`config.mk`:
```
export PLATFORM = sky130hd
export DESIGN_NAME = dfe_cal_top
export DESIGN_NICKNAME = d
export VERILOG_FILES = /design/src/hdl/dfe_cal_pkg.sv /design/src/hdl/dfe_cal_top.sv /design/src/hdl/dfe_ctrl_master.sv /design/src/hdl/dfe_word_builder.sv /design/src/hdl/dfe_save_bank.sv /design/src/hdl/dfe_cal_sequencer.sv
export VERILOG_INCLUDE_DIRS = /design/src /design/src/hdl
export SDC_FILE = /design/constraint.sdc
export NUM_CORES = 1
export LEC_CHECK = 0
export BUFFER_PORTS_ARGS = -buffer_cell sky130_fd_sc_hd__buf_2
export CAP_MARGIN = 20
export CELL_PAD_IN_SITES_DETAIL_PLACEMENT = 1
export CELL_PAD_IN_SITES_GLOBAL_PLACEMENT = 1
export CORE_MARGIN = 2
export CORE_UTILIZATION = 41
export DETAILED_ROUTE_END_ITERATION = 8
export PLACE_DENSITY_LB_ADDON = 0.15
export SYNTH_ARGS = -nofsm -noshare
export SYNTH_HDL_FRONTEND = slang
export SYNTH_SLANG_ARGS = --single-unit
```
`constraint.sdc`:
```
create_clock -name clk -period 4.25 [get_ports clk]
set_input_delay 1.0625 -clock clk [delete_from_list [all_inputs] [get_ports clk]]
set_output_delay 1.0625 -clock clk [all_outputs]
set_load 0.005 [all_outputs]
```
`src/hdl/dfe_cal_params.svh`:
```
`ifndef DFE_CAL_PARAMS_SVH
`define DFE_CAL_PARAMS_SVH

// bus and data widths
`define DFE_ADDR_W          12
`define DFE_WORD_W          16
`define DFE_OFFSET_W        24
`define DFE_OFFSET_FIELD_W  4

// user register addresses for channel 0
`define DFE_ADDR_8          12'h108
`define DFE_ADDR_11         12'h10B
`define DFE_ADDR_12         12'h10C
`define DFE_ADDR_13         12'h10D
`define DFE_ADDR_15         12'h10F

// bus opcodes
`define DFE_OP_RD           3'b001
`define DFE_OP_WR           3'b010

// sequencer phases
`define DFE_PH_W            3
`define DFE_PH_IDLE         3'd0
`define DFE_PH_SAVE         3'd1
`define DFE_PH_OC_SETUP     3'd2
`define DFE_PH_OC_APPLY     3'd3
`define DFE_PH_RESTORE      3'd4

// burst counter and the last count of each burst
`define DFE_CNT_W           2
`define DFE_LAST_SAVE       2'd3
`define DFE_LAST_OC_SETUP   2'd1
`define DFE_LAST_OC_APPLY   2'd1
`define DFE_LAST_RESTORE    2'd3

// control bits inside registers 11 and 12
`define DFE_ADAPT_EN_BIT    15
`define DFE_PDB_BIT         8

`endif
```
`src/hdl/dfe_cal_pkg.sv`:
```
`include "dfe_cal_params.svh"

package dfe_cal_pkg;

    // -------------------------------------------------------------------
    // one register data word, decoded by the register it belongs to
    // -------------------------------------------------------------------
    typedef union packed {
        // register 11: adaptation enable on top of the tap settings
        struct packed {
            logic                                 adapt_en;
            logic [`DFE_ADAPT_EN_BIT-1:0]         taps;
        } r11;
        // register 12: power-down bar and the even/odd offset fields
        struct packed {
            logic [`DFE_WORD_W-`DFE_PDB_BIT-2:0]  upper;
            logic                                 pdb;
            logic [`DFE_OFFSET_FIELD_W-1:0]       pdof_ev;
            logic [`DFE_OFFSET_FIELD_W-1:0]       pdof_od;
        } r12;
    } dfe_reg_u;

endpackage

```
`src/hdl/dfe_cal_top.sv`:
```
`include "dfe_cal_params.svh"

module dfe_cal_top (
    input  logic                     clk,
    input  logic                     reg_count_reset,
    input  logic                     start,
    input  logic [`DFE_OFFSET_W-1:0] oc_offset,
    input  logic [`DFE_WORD_W-1:0]   ctrl_rdata,
    input  logic                     ctrl_done,
    output logic                     busy,
    output logic                     done,
    output logic                     ctrl_lock,
    output logic                     ctrl_req,
    output logic [2:0]               ctrl_opcode,
    output logic [`DFE_ADDR_W-1:0]   ctrl_addr,
    output logic [`DFE_WORD_W-1:0]   ctrl_wdata
);

    logic [`DFE_PH_W-1:0]   phase;
    logic [`DFE_CNT_W-1:0]  count;
    logic                   issue;
    logic                   step_done;
    logic [2:0]             opcode;
    logic [`DFE_ADDR_W-1:0] addr;
    logic [`DFE_WORD_W-1:0] wdata;
    dfe_cal_pkg::dfe_reg_u  saved_8;
    dfe_cal_pkg::dfe_reg_u  saved_11;
    dfe_cal_pkg::dfe_reg_u  saved_12;
    dfe_cal_pkg::dfe_reg_u  saved_13;

    dfe_cal_sequencer u_sequencer (
        .clk             (clk),
        .reg_count_reset (reg_count_reset),
        .start           (start),
        .step_done       (step_done),
        .phase           (phase),
        .count           (count),
        .issue           (issue),
        .ctrl_lock       (ctrl_lock),
        .busy            (busy),
        .done            (done)
    );

    dfe_save_bank u_save_bank (
        .clk        (clk),
        .phase      (phase),
        .count      (count),
        .ctrl_rdata (ctrl_rdata),
        .ctrl_done  (ctrl_done),
        .saved_8    (saved_8),
        .saved_11   (saved_11),
        .saved_12   (saved_12),
        .saved_13   (saved_13)
    );

    dfe_word_builder u_word_builder (
        .clk       (clk),
        .start     (start),
        .oc_offset (oc_offset),
        .phase     (phase),
        .count     (count),
        .saved_8   (saved_8),
        .saved_11  (saved_11),
        .saved_12  (saved_12),
        .saved_13  (saved_13),
        .opcode    (opcode),
        .addr      (addr),
        .wdata     (wdata)
    );

    dfe_ctrl_master u_ctrl_master (
        .clk             (clk),
        .reg_count_reset (reg_count_reset),
        .issue           (issue),
        .opcode          (opcode),
        .addr            (addr),
        .wdata           (wdata),
        .ctrl_done       (ctrl_done),
        .ctrl_req        (ctrl_req),
        .ctrl_opcode     (ctrl_opcode),
        .ctrl_addr       (ctrl_addr),
        .ctrl_wdata      (ctrl_wdata),
        .step_done       (step_done)
    );

endmodule

```
`src/hdl/dfe_ctrl_master.sv`:
```
`include "dfe_cal_params.svh"

module dfe_ctrl_master (
    input  logic                   clk,
    input  logic                   reg_count_reset,
    input  logic                   issue,
    input  logic [2:0]             opcode,
    input  logic [`DFE_ADDR_W-1:0] addr,
    input  logic [`DFE_WORD_W-1:0] wdata,
    input  logic                   ctrl_done,
    output logic                   ctrl_req,
    output logic [2:0]             ctrl_opcode,
    output logic [`DFE_ADDR_W-1:0] ctrl_addr,
    output logic [`DFE_WORD_W-1:0] ctrl_wdata,
    output logic                   step_done
);

    // -------------------------------------------------------------------
    // request flag and completion pulse
    // -------------------------------------------------------------------
    always_ff @(posedge clk) begin
        if (reg_count_reset) begin
            ctrl_req  <= 1'b0;
            step_done <= 1'b0;
        end else begin
            step_done <= ctrl_req && ctrl_done;
            if (issue) begin
                ctrl_req <= 1'b1;
            end else if (ctrl_done) begin
                ctrl_req <= 1'b0;
            end
        end
    end

    // request payload, loaded once per transaction
    always_ff @(posedge clk) begin
        if (issue) begin
            ctrl_opcode <= opcode;
            ctrl_addr   <= addr;
            ctrl_wdata  <= wdata;
        end
    end

    // payload holds for as long as the PHY keeps the request waiting
    assert property (@(posedge clk) disable iff (reg_count_reset)
        (ctrl_req && !ctrl_done) |=>
            (ctrl_req && $stable({ctrl_opcode, ctrl_addr, ctrl_wdata})))
        else $error("bus request changed before ctrl_done");

    // sequencer never issues on top of an outstanding request
    assert property (@(posedge clk) disable iff (reg_count_reset)
        issue |-> !ctrl_req)
        else $error("issue while a request is outstanding");

endmodule

```
`src/hdl/dfe_word_builder.sv`:
```
`include "dfe_cal_params.svh"

module dfe_word_builder (
    input  logic                     clk,
    input  logic                     start,
    input  logic [`DFE_OFFSET_W-1:0] oc_offset,
    input  logic [`DFE_PH_W-1:0]     phase,
    input  logic [`DFE_CNT_W-1:0]    count,
    input  dfe_cal_pkg::dfe_reg_u    saved_8,
    input  dfe_cal_pkg::dfe_reg_u    saved_11,
    input  dfe_cal_pkg::dfe_reg_u    saved_12,
    input  dfe_cal_pkg::dfe_reg_u    saved_13,
    output logic [2:0]               opcode,
    output logic [`DFE_ADDR_W-1:0]   addr,
    output logic [`DFE_WORD_W-1:0]   wdata
);

    logic [`DFE_OFFSET_W-1:0]       offset_q;
    logic [`DFE_OFFSET_FIELD_W-1:0] ofs_od;
    logic [`DFE_OFFSET_FIELD_W-1:0] ofs_ev;
    dfe_cal_pkg::dfe_reg_u          word;

    // offset result is taken with the start pulse, only when idle
    always_ff @(posedge clk) begin
        if (start && (phase == `DFE_PH_IDLE)) begin
            offset_q <= oc_offset;
        end
    end

    // odd field in the low nibble, even field in the next one
    assign ofs_od = offset_q[`DFE_OFFSET_FIELD_W-1:0];
    assign ofs_ev = offset_q[2*`DFE_OFFSET_FIELD_W-1:`DFE_OFFSET_FIELD_W];

    // -------------------------------------------------------------------
    // opcode, address and write word per phase and count
    // -------------------------------------------------------------------
    always_comb begin
        opcode = `DFE_OP_WR;
        addr   = '0;
        word   = '0;
        case (phase)
            `DFE_PH_SAVE: begin
                opcode = `DFE_OP_RD;
                case (count)
                    2'd0:    addr = `DFE_ADDR_8;
                    2'd1:    addr = `DFE_ADDR_11;
                    2'd2:    addr = `DFE_ADDR_12;
                    default: addr = `DFE_ADDR_13;
                endcase
            end
            `DFE_PH_OC_SETUP: begin
                if (count == 2'd0) begin
                    // stop adaptation while the offset is applied
                    addr              = `DFE_ADDR_11;
                    word              = saved_11;
                    word.r11.adapt_en = 1'b0;
                end else begin
                    addr             = `DFE_ADDR_12;
                    word             = saved_12;
                    word.r12.pdof_ev = '0;
                    word.r12.pdof_od = '0;
                    word.r12.pdb     = 1'b1;
                end
            end
            `DFE_PH_OC_APPLY: begin
                if (count == 2'd0) begin
                    addr             = `DFE_ADDR_12;
                    word             = saved_12;
                    word.r12.pdof_ev = ofs_ev;
                    word.r12.pdof_od = ofs_od;
                    word.r12.pdb     = 1'b1;
                end else begin
                    // upper offset bits go straight to register 15
                    addr = `DFE_ADDR_15;
                    word = offset_q[`DFE_OFFSET_W-1:2*`DFE_OFFSET_FIELD_W];
                end
            end
            `DFE_PH_RESTORE: begin
                case (count)
                    2'd0: begin
                        addr = `DFE_ADDR_8;
                        word = saved_8;
                    end
                    2'd1: begin
                        addr = `DFE_ADDR_11;
                        word = saved_11;
                    end
                    2'd2: begin
                        // user pdb comes back, the new offset stays
                        addr             = `DFE_ADDR_12;
                        word             = saved_12;
                        word.r12.pdof_ev = ofs_ev;
                        word.r12.pdof_od = ofs_od;
                    end
                    default: begin
                        addr = `DFE_ADDR_13;
                        word = saved_13;
                    end
                endcase
            end
            default: begin
                opcode = `DFE_OP_WR;
            end
        endcase
    end

    assign wdata = word;

endmodule

```
`src/hdl/dfe_save_bank.sv`:
```
`include "dfe_cal_params.svh"

module dfe_save_bank (
    input  logic                  clk,
    input  logic [`DFE_PH_W-1:0]  phase,
    input  logic [`DFE_CNT_W-1:0] count,
    input  logic [`DFE_WORD_W-1:0] ctrl_rdata,
    input  logic                  ctrl_done,
    output dfe_cal_pkg::dfe_reg_u saved_8,
    output dfe_cal_pkg::dfe_reg_u saved_11,
    output dfe_cal_pkg::dfe_reg_u saved_12,
    output dfe_cal_pkg::dfe_reg_u saved_13
);

    // -------------------------------------------------------------------
    // user settings read back during the save burst
    // -------------------------------------------------------------------
    // count follows the read order 8, 11, 12, 13
    always_ff @(posedge clk) begin
        if ((phase == `DFE_PH_SAVE) && ctrl_done) begin
            case (count)
                2'd0:    saved_8  <= ctrl_rdata;
                2'd1:    saved_11 <= ctrl_rdata;
                2'd2:    saved_12 <= ctrl_rdata;
                default: saved_13 <= ctrl_rdata;
            endcase
        end
    end

    // all four reads have landed before the first overlay write
    // and the words stay put until restore has used them
    assert property (@(posedge clk)
        ((phase != `DFE_PH_IDLE) && (phase != `DFE_PH_SAVE)) |->
            (!$isunknown({saved_8, saved_11, saved_12, saved_13}) &&
             $stable({saved_8, saved_11, saved_12, saved_13})))
        else $error("saved register word unknown or changed outside the save phase");

endmodule

```
`src/hdl/dfe_cal_sequencer.sv`:
```
`include "dfe_cal_params.svh"

module dfe_cal_sequencer (
    input  logic                  clk,
    input  logic                  reg_count_reset,
    input  logic                  start,
    input  logic                  step_done,
    output logic [`DFE_PH_W-1:0]  phase,
    output logic [`DFE_CNT_W-1:0] count,
    output logic                  issue,
    output logic                  ctrl_lock,
    output logic                  busy,
    output logic                  done
);

    logic [`DFE_PH_W-1:0]  phase_q;
    logic [`DFE_CNT_W-1:0] count_q;
    logic                  run_q;
    logic [`DFE_CNT_W-1:0] last_count;
    logic [`DFE_PH_W-1:0]  next_phase;
    logic                  accept;
    logic                  burst_end;
    logic                  run_end;

    // start is only taken while no run is in flight
    assign accept    = start && !run_q;
    assign burst_end = (count_q == last_count);
    assign run_end   = step_done && burst_end && (phase_q == `DFE_PH_RESTORE);

    // -------------------------------------------------------------------
    // burst length and successor of each phase
    // -------------------------------------------------------------------
    always_comb begin
        case (phase_q)
            `DFE_PH_SAVE: begin
                last_count = `DFE_LAST_SAVE;
                next_phase = `DFE_PH_OC_SETUP;
            end
            `DFE_PH_OC_SETUP: begin
                last_count = `DFE_LAST_OC_SETUP;
                next_phase = `DFE_PH_OC_APPLY;
            end
            `DFE_PH_OC_APPLY: begin
                last_count = `DFE_LAST_OC_APPLY;
                next_phase = `DFE_PH_RESTORE;
            end
            `DFE_PH_RESTORE: begin
                last_count = `DFE_LAST_RESTORE;
                next_phase = `DFE_PH_IDLE;
            end
            default: begin
                last_count = '0;
                next_phase = `DFE_PH_IDLE;
            end
        endcase
    end

    // -------------------------------------------------------------------
    // phase register, burst counter, lock and done
    // -------------------------------------------------------------------
    always_ff @(posedge clk) begin
        if (reg_count_reset) begin
            phase_q <= `DFE_PH_IDLE;
            count_q <= '0;
            run_q   <= 1'b0;
            issue   <= 1'b0;
            done    <= 1'b0;
        end else begin
            issue <= 1'b0;
            done  <= 1'b0;
            if (accept) begin
                phase_q <= `DFE_PH_SAVE;
                count_q <= '0;
                run_q   <= 1'b1;
                issue   <= 1'b1;
            end else if (step_done && run_q) begin
                if (burst_end) begin
                    phase_q <= next_phase;
                    count_q <= '0;
                end else begin
                    count_q <= count_q + 1'b1;
                end
                // the last restore write closes the run and any other completion fires
                // the next request
                if (run_end) begin
                    run_q <= 1'b0;
                    done  <= 1'b1;
                end else begin
                    issue <= 1'b1;
                end
            end
        end
    end

    assign phase     = phase_q;
    assign count     = count_q;
    assign busy      = run_q;
    assign ctrl_lock = run_q;

    // phase stays within the five defined codes and is IDLE exactly while no run is open
    assert property (@(posedge clk) disable iff (reg_count_reset)
        (phase_q <= `DFE_PH_RESTORE) && ((phase_q == `DFE_PH_IDLE) == !run_q))
        else $error("sequencer phase %0d out of step with the run flag", phase_q);

endmodule

```
==> results.tsv <==
stage	metric	value	unit
status	status	finished clean	
finish	fin nets	451	
detailed_routing	Final ANT Viol Nets	0	
synth	Syn Inst Count	341	
pwr	worst IR drop on VDD	0.398	mV
sta	Slew Limit Fails	0	
clocking	CTS Root Cell	clkbuf_16	
detailed_routing	WL met3	532	um
sta	slew at the pin with the worst max-slew slack	0.896	ns
grt	largest net degree at the start of global routing	38	
worst_setup_path	worst r2r src	u_sequencer.count[0]	
floorplan	Die ar.	12400	um^2
sta	clk_skew	0.00983	ns
floorplan	I/O pins	79	
synth	async set or reset register ratio after synthesis	0	%
sta	setup_tns	0	ns
floorplan	Die Y-Extent	111	um
sta	fin crit period	2.65	ns
synth	Seq/Total Area, Yosys	69.0	%
pwr	leakage power	2.07	nW
worst_setup_path	register-to-register setup slack	1.60	ns
clocking	Max Root-Sink Buffers	2	
detailed_routing	Routed WL	11000	um
worst_setup_path	RR Endpoint	u_save_bank.saved_8[1]	
clocking	CTS Buf Count	9	
detailed_routing	Iteration-0 DRC Markers	153	
sta	Slew HR	40.3	%
synth	#FFs+latches synth	112	
sta	Max Clock Freq	378	MHz
hold_path	Min-Delay Endpoint	u_ctrl_master.step_done	
finish	Fillers	1170	
sta	setup violators final	0	
worst_setup_path	Worst EP required	4.24	ns
sta	Fin. Hold Viols	0	
synth	main area contributors after synthesis	edfxtp_1 65%, dfxtp_1 4.2%, a222oi_1 3.4%	
hold_path	class of the worst hold path	flop to flop	
clocking	clock-pin transition on the worst setup and hold timing paths	0.07	ns
flow_run	max_cap viols	0	
placed_design	Detailed Place HPWL	7250	um
floorplan	Core Area	11300	um^2
clocking	H-tree depth	3	
placed_design	placed cells	534	
synth	Cell variety after synth	43	
placed_design	gpl congestion	0.763	
synth	Syn Std Cell Area	4730	um^2
worst_setup_path	CP endpoint kind	flop	
grt	antenna violations before repair	0	
hold_path	min-delay src	u_ctrl_master.ctrl_req	
detailed_routing	vias per cell	5.52	
floorplan	die width	111	um
finish	Area Growth Syn to Fin	16.0	%
detailed_routing	met2 WL	5460	um
grt	number of global-route vias before repair	3136	
detailed_routing	Met1 Routed Length	4980	um
clocking	clock sinks	112	
clocking	Clk Latency, worst-skew pair	0.36	ns
detailed_routing	post-DR wirelength/cell	20.1	um
worst_setup_path	Crit Path Max Fanout	16	
floorplan	FP Rows	39	
placed_design	port bufs	70	
synth	number of synthesized flops with an enable pin	102	
detailed_routing	Residual DRC	0	
worst_setup_path	FF-to-FF path depth	4	
synth	post-synthesis average cell area	13.9	um^2
synth	top_reg_cell synth	edfxtp_1	
grt	GRT Residual Overflow	0	
worst_setup_path	CP startpoint kind	flop	
detailed_routing	TritonRoute pass-1 iters	4	
pwr	Power Dens Cells	405	nW/um^2
finish	antenna fix cells	0	
grt	first-pass GRT wire length	17100	um
synth	area leader, netlist	edfxtp_1	
finish	layout cells sized above 1	25.8	%
grt	GR Util All Layers	18.3	%
sta	RSZ-0062 raised after global routing	no	
floorplan	initial core utilization	41.8	%
detailed_routing	Vias	3036	
synth	area share of the largest cell type after synthesis	64.7	%
clocking	CTS tree	built	
sta	worst hold margin	0.459	ns
sta	fin crit share	62.3	%
clocking	hold_buf cts	0	
worst_setup_path	CP Class	flop to flop	
clocking	Post-CTS Setup Bufs	0	
finish	Final Non-Filler Cells	550	
hold_path	WHS Path Cells	2	
worst_setup_path	Crit path arrival time	2.64	ns
synth	Synth Warn #	0	
detailed_routing	max layer used	met4	
clocking	post-cts sizing count	0	
flip-flops by register name (all words and copies together) (netlist names), 2 cells and up:
name,cells
u_save_bank.saved_11,16
u_word_builder.offset_q,24
u_sequencer.phase,3
u_ctrl_master.ctrl_wdata,16
u_ctrl_master.ctrl_addr,4
u_sequencer.count,2
u_save_bank.saved_13,16
u_save_bank.saved_8,16
u_ctrl_master.ctrl_opcode,2
u_save_bank.saved_12,8
where the power goes:
part           switching [mW]  leakage [nW]  internal, mW  total, mW
Sequential             0.0136          1.03          1.23       1.25
Combinational          0.0671         0.892        0.0457      0.113
Clock                   0.394         0.151         0.464      0.858
Total                   0.474          2.07          1.74       2.22
worst max-delay path: stages (launching register included):
cell	delay, ns
dfxtp_1	0.46
inv_1	0.21
ha_1	0.52
buf_4	0.33
and3_1	0.74
placed cells by master (no fill, tap or decap), types with 3 or more instances in the layout:
| cell | instances |
|---|---|
| a21oi_1 | 30 |
| a222oi_1 | 16 |
| a22oi_1 | 5 |
| and2b_1 | 3 |
| and3_1 | 5 |
| buf_2 | 70 |
| buf_4 | 6 |
| clkbuf_16 | 9 |
| conb_1 | 8 |
| dfxtp_1 | 10 |
| edfxtp_1 | 102 |
| ha_1 | 5 |
| inv_1 | 5 |
| mux2_2 | 11 |
| mux2i_1 | 10 |
| nand2_1 | 10 |
| nand3b_1 | 3 |
| nor2_1 | 32 |
| nor2b_1 | 6 |
| nor3_1 | 5 |
| o21ai_0 | 7 |
| o221ai_1 | 4 |
| o22ai_1 | 11 |
Yosys cell counts (6+ instances only):
| library cell | n |
|---|---|
| edfxtp_1 | 102 |
| nor2_1 | 32 |
| a21oi_1 | 30 |
| a222oi_1 | 16 |
| clkbuf_1 | 14 |
| buf_4 | 12 |
| mux2_2 | 11 |
| o22ai_1 | 11 |
| dfxtp_1 | 10 |
| mux2i_1 | 10 |
| nand2_1 | 10 |
| buf_2 | 8 |
| o21ai_0 | 7 |
| nor2b_1 | 6 |
metrics by stage:
| stage | setup slack (ns) | total power [mW] | utilization [%] | instance area (um^2) |
|---|---|---|---|---|
| after floorplan | 0.197 | 1.33 | - | 4760 |
| after global placement | 1.70 | 1.38 | 45.5 | 5150 |
| after detailed placement | 1.56 | 1.39 | 45.8 | 5180 |
| after CTS | 1.55 | 2.25 | 48.5 | 5490 |
| after global routing | 1.39 | 2.31 | 48.5 | 5490 |
| final | 1.60 | 2.22 | 48.5 | 5490 |
per-layer routing:
layer | vias up | GRT usage, %
met5 | - | 0
met4 | 0 | 5.19
met2 | 86 | 30.0
met3 | 4 | 5.88
li1 | 1423 | -
met1 | 1523 | 23.7
cells by family (layout without fill, tap and decap cells):
family | Yosys count | in the layout | synth area share [%]
buf+inv | 39 | 98 | 4.26
simple gates | 80 | 80 | 8.62
flops | 112 | 112 | 69.0
fa+ha+maj | 5 | 5 | 1.32
compound gates | 81 | 81 | 11.6
mux | 21 | 21 | 4.73
xor+xnor | 2 | 2 | 0.370
other cells | 1 | 8 | 0.0793
worst max path at each step:
| stage | slack, ns | startpoint | cells past startpoint | to |
|---|---|---|---|---|
| after floorplan | 0.20 | start | 1 | u_word_builder.offset_q[0] |
| after global placement | 1.70 | u_sequencer.count[0] | 4 | u_save_bank.saved_8[4] |
| after detailed placement | 1.56 | u_sequencer.count[0] | 4 | u_save_bank.saved_8[6] |
| after CTS | 1.55 | u_sequencer.count[0] | 4 | u_save_bank.saved_8[9] |
| after global routing | 1.39 | u_sequencer.count[0] | 4 | u_save_bank.saved_8[9] |
| final | 1.60 | u_sequencer.count[0] | 4 | u_save_bank.saved_8[1] |
final cells by class:
type / count / area, um^2 / share of cell area (%)
sequential: 112 / 3260 / 59.5
multi-input combinational: 197 / 1300 / 23.7
timing repair buffer: 77 / 423 / 7.71
clock buffer: 9 / 225 / 4.10
tap: 143 / 179 / 3.26
clock inverter: 7 / 78.8 / 1.44
inverter: 5 / 18.8 / 0.342
Note: power is estimated with default switching activity, not from simulation.
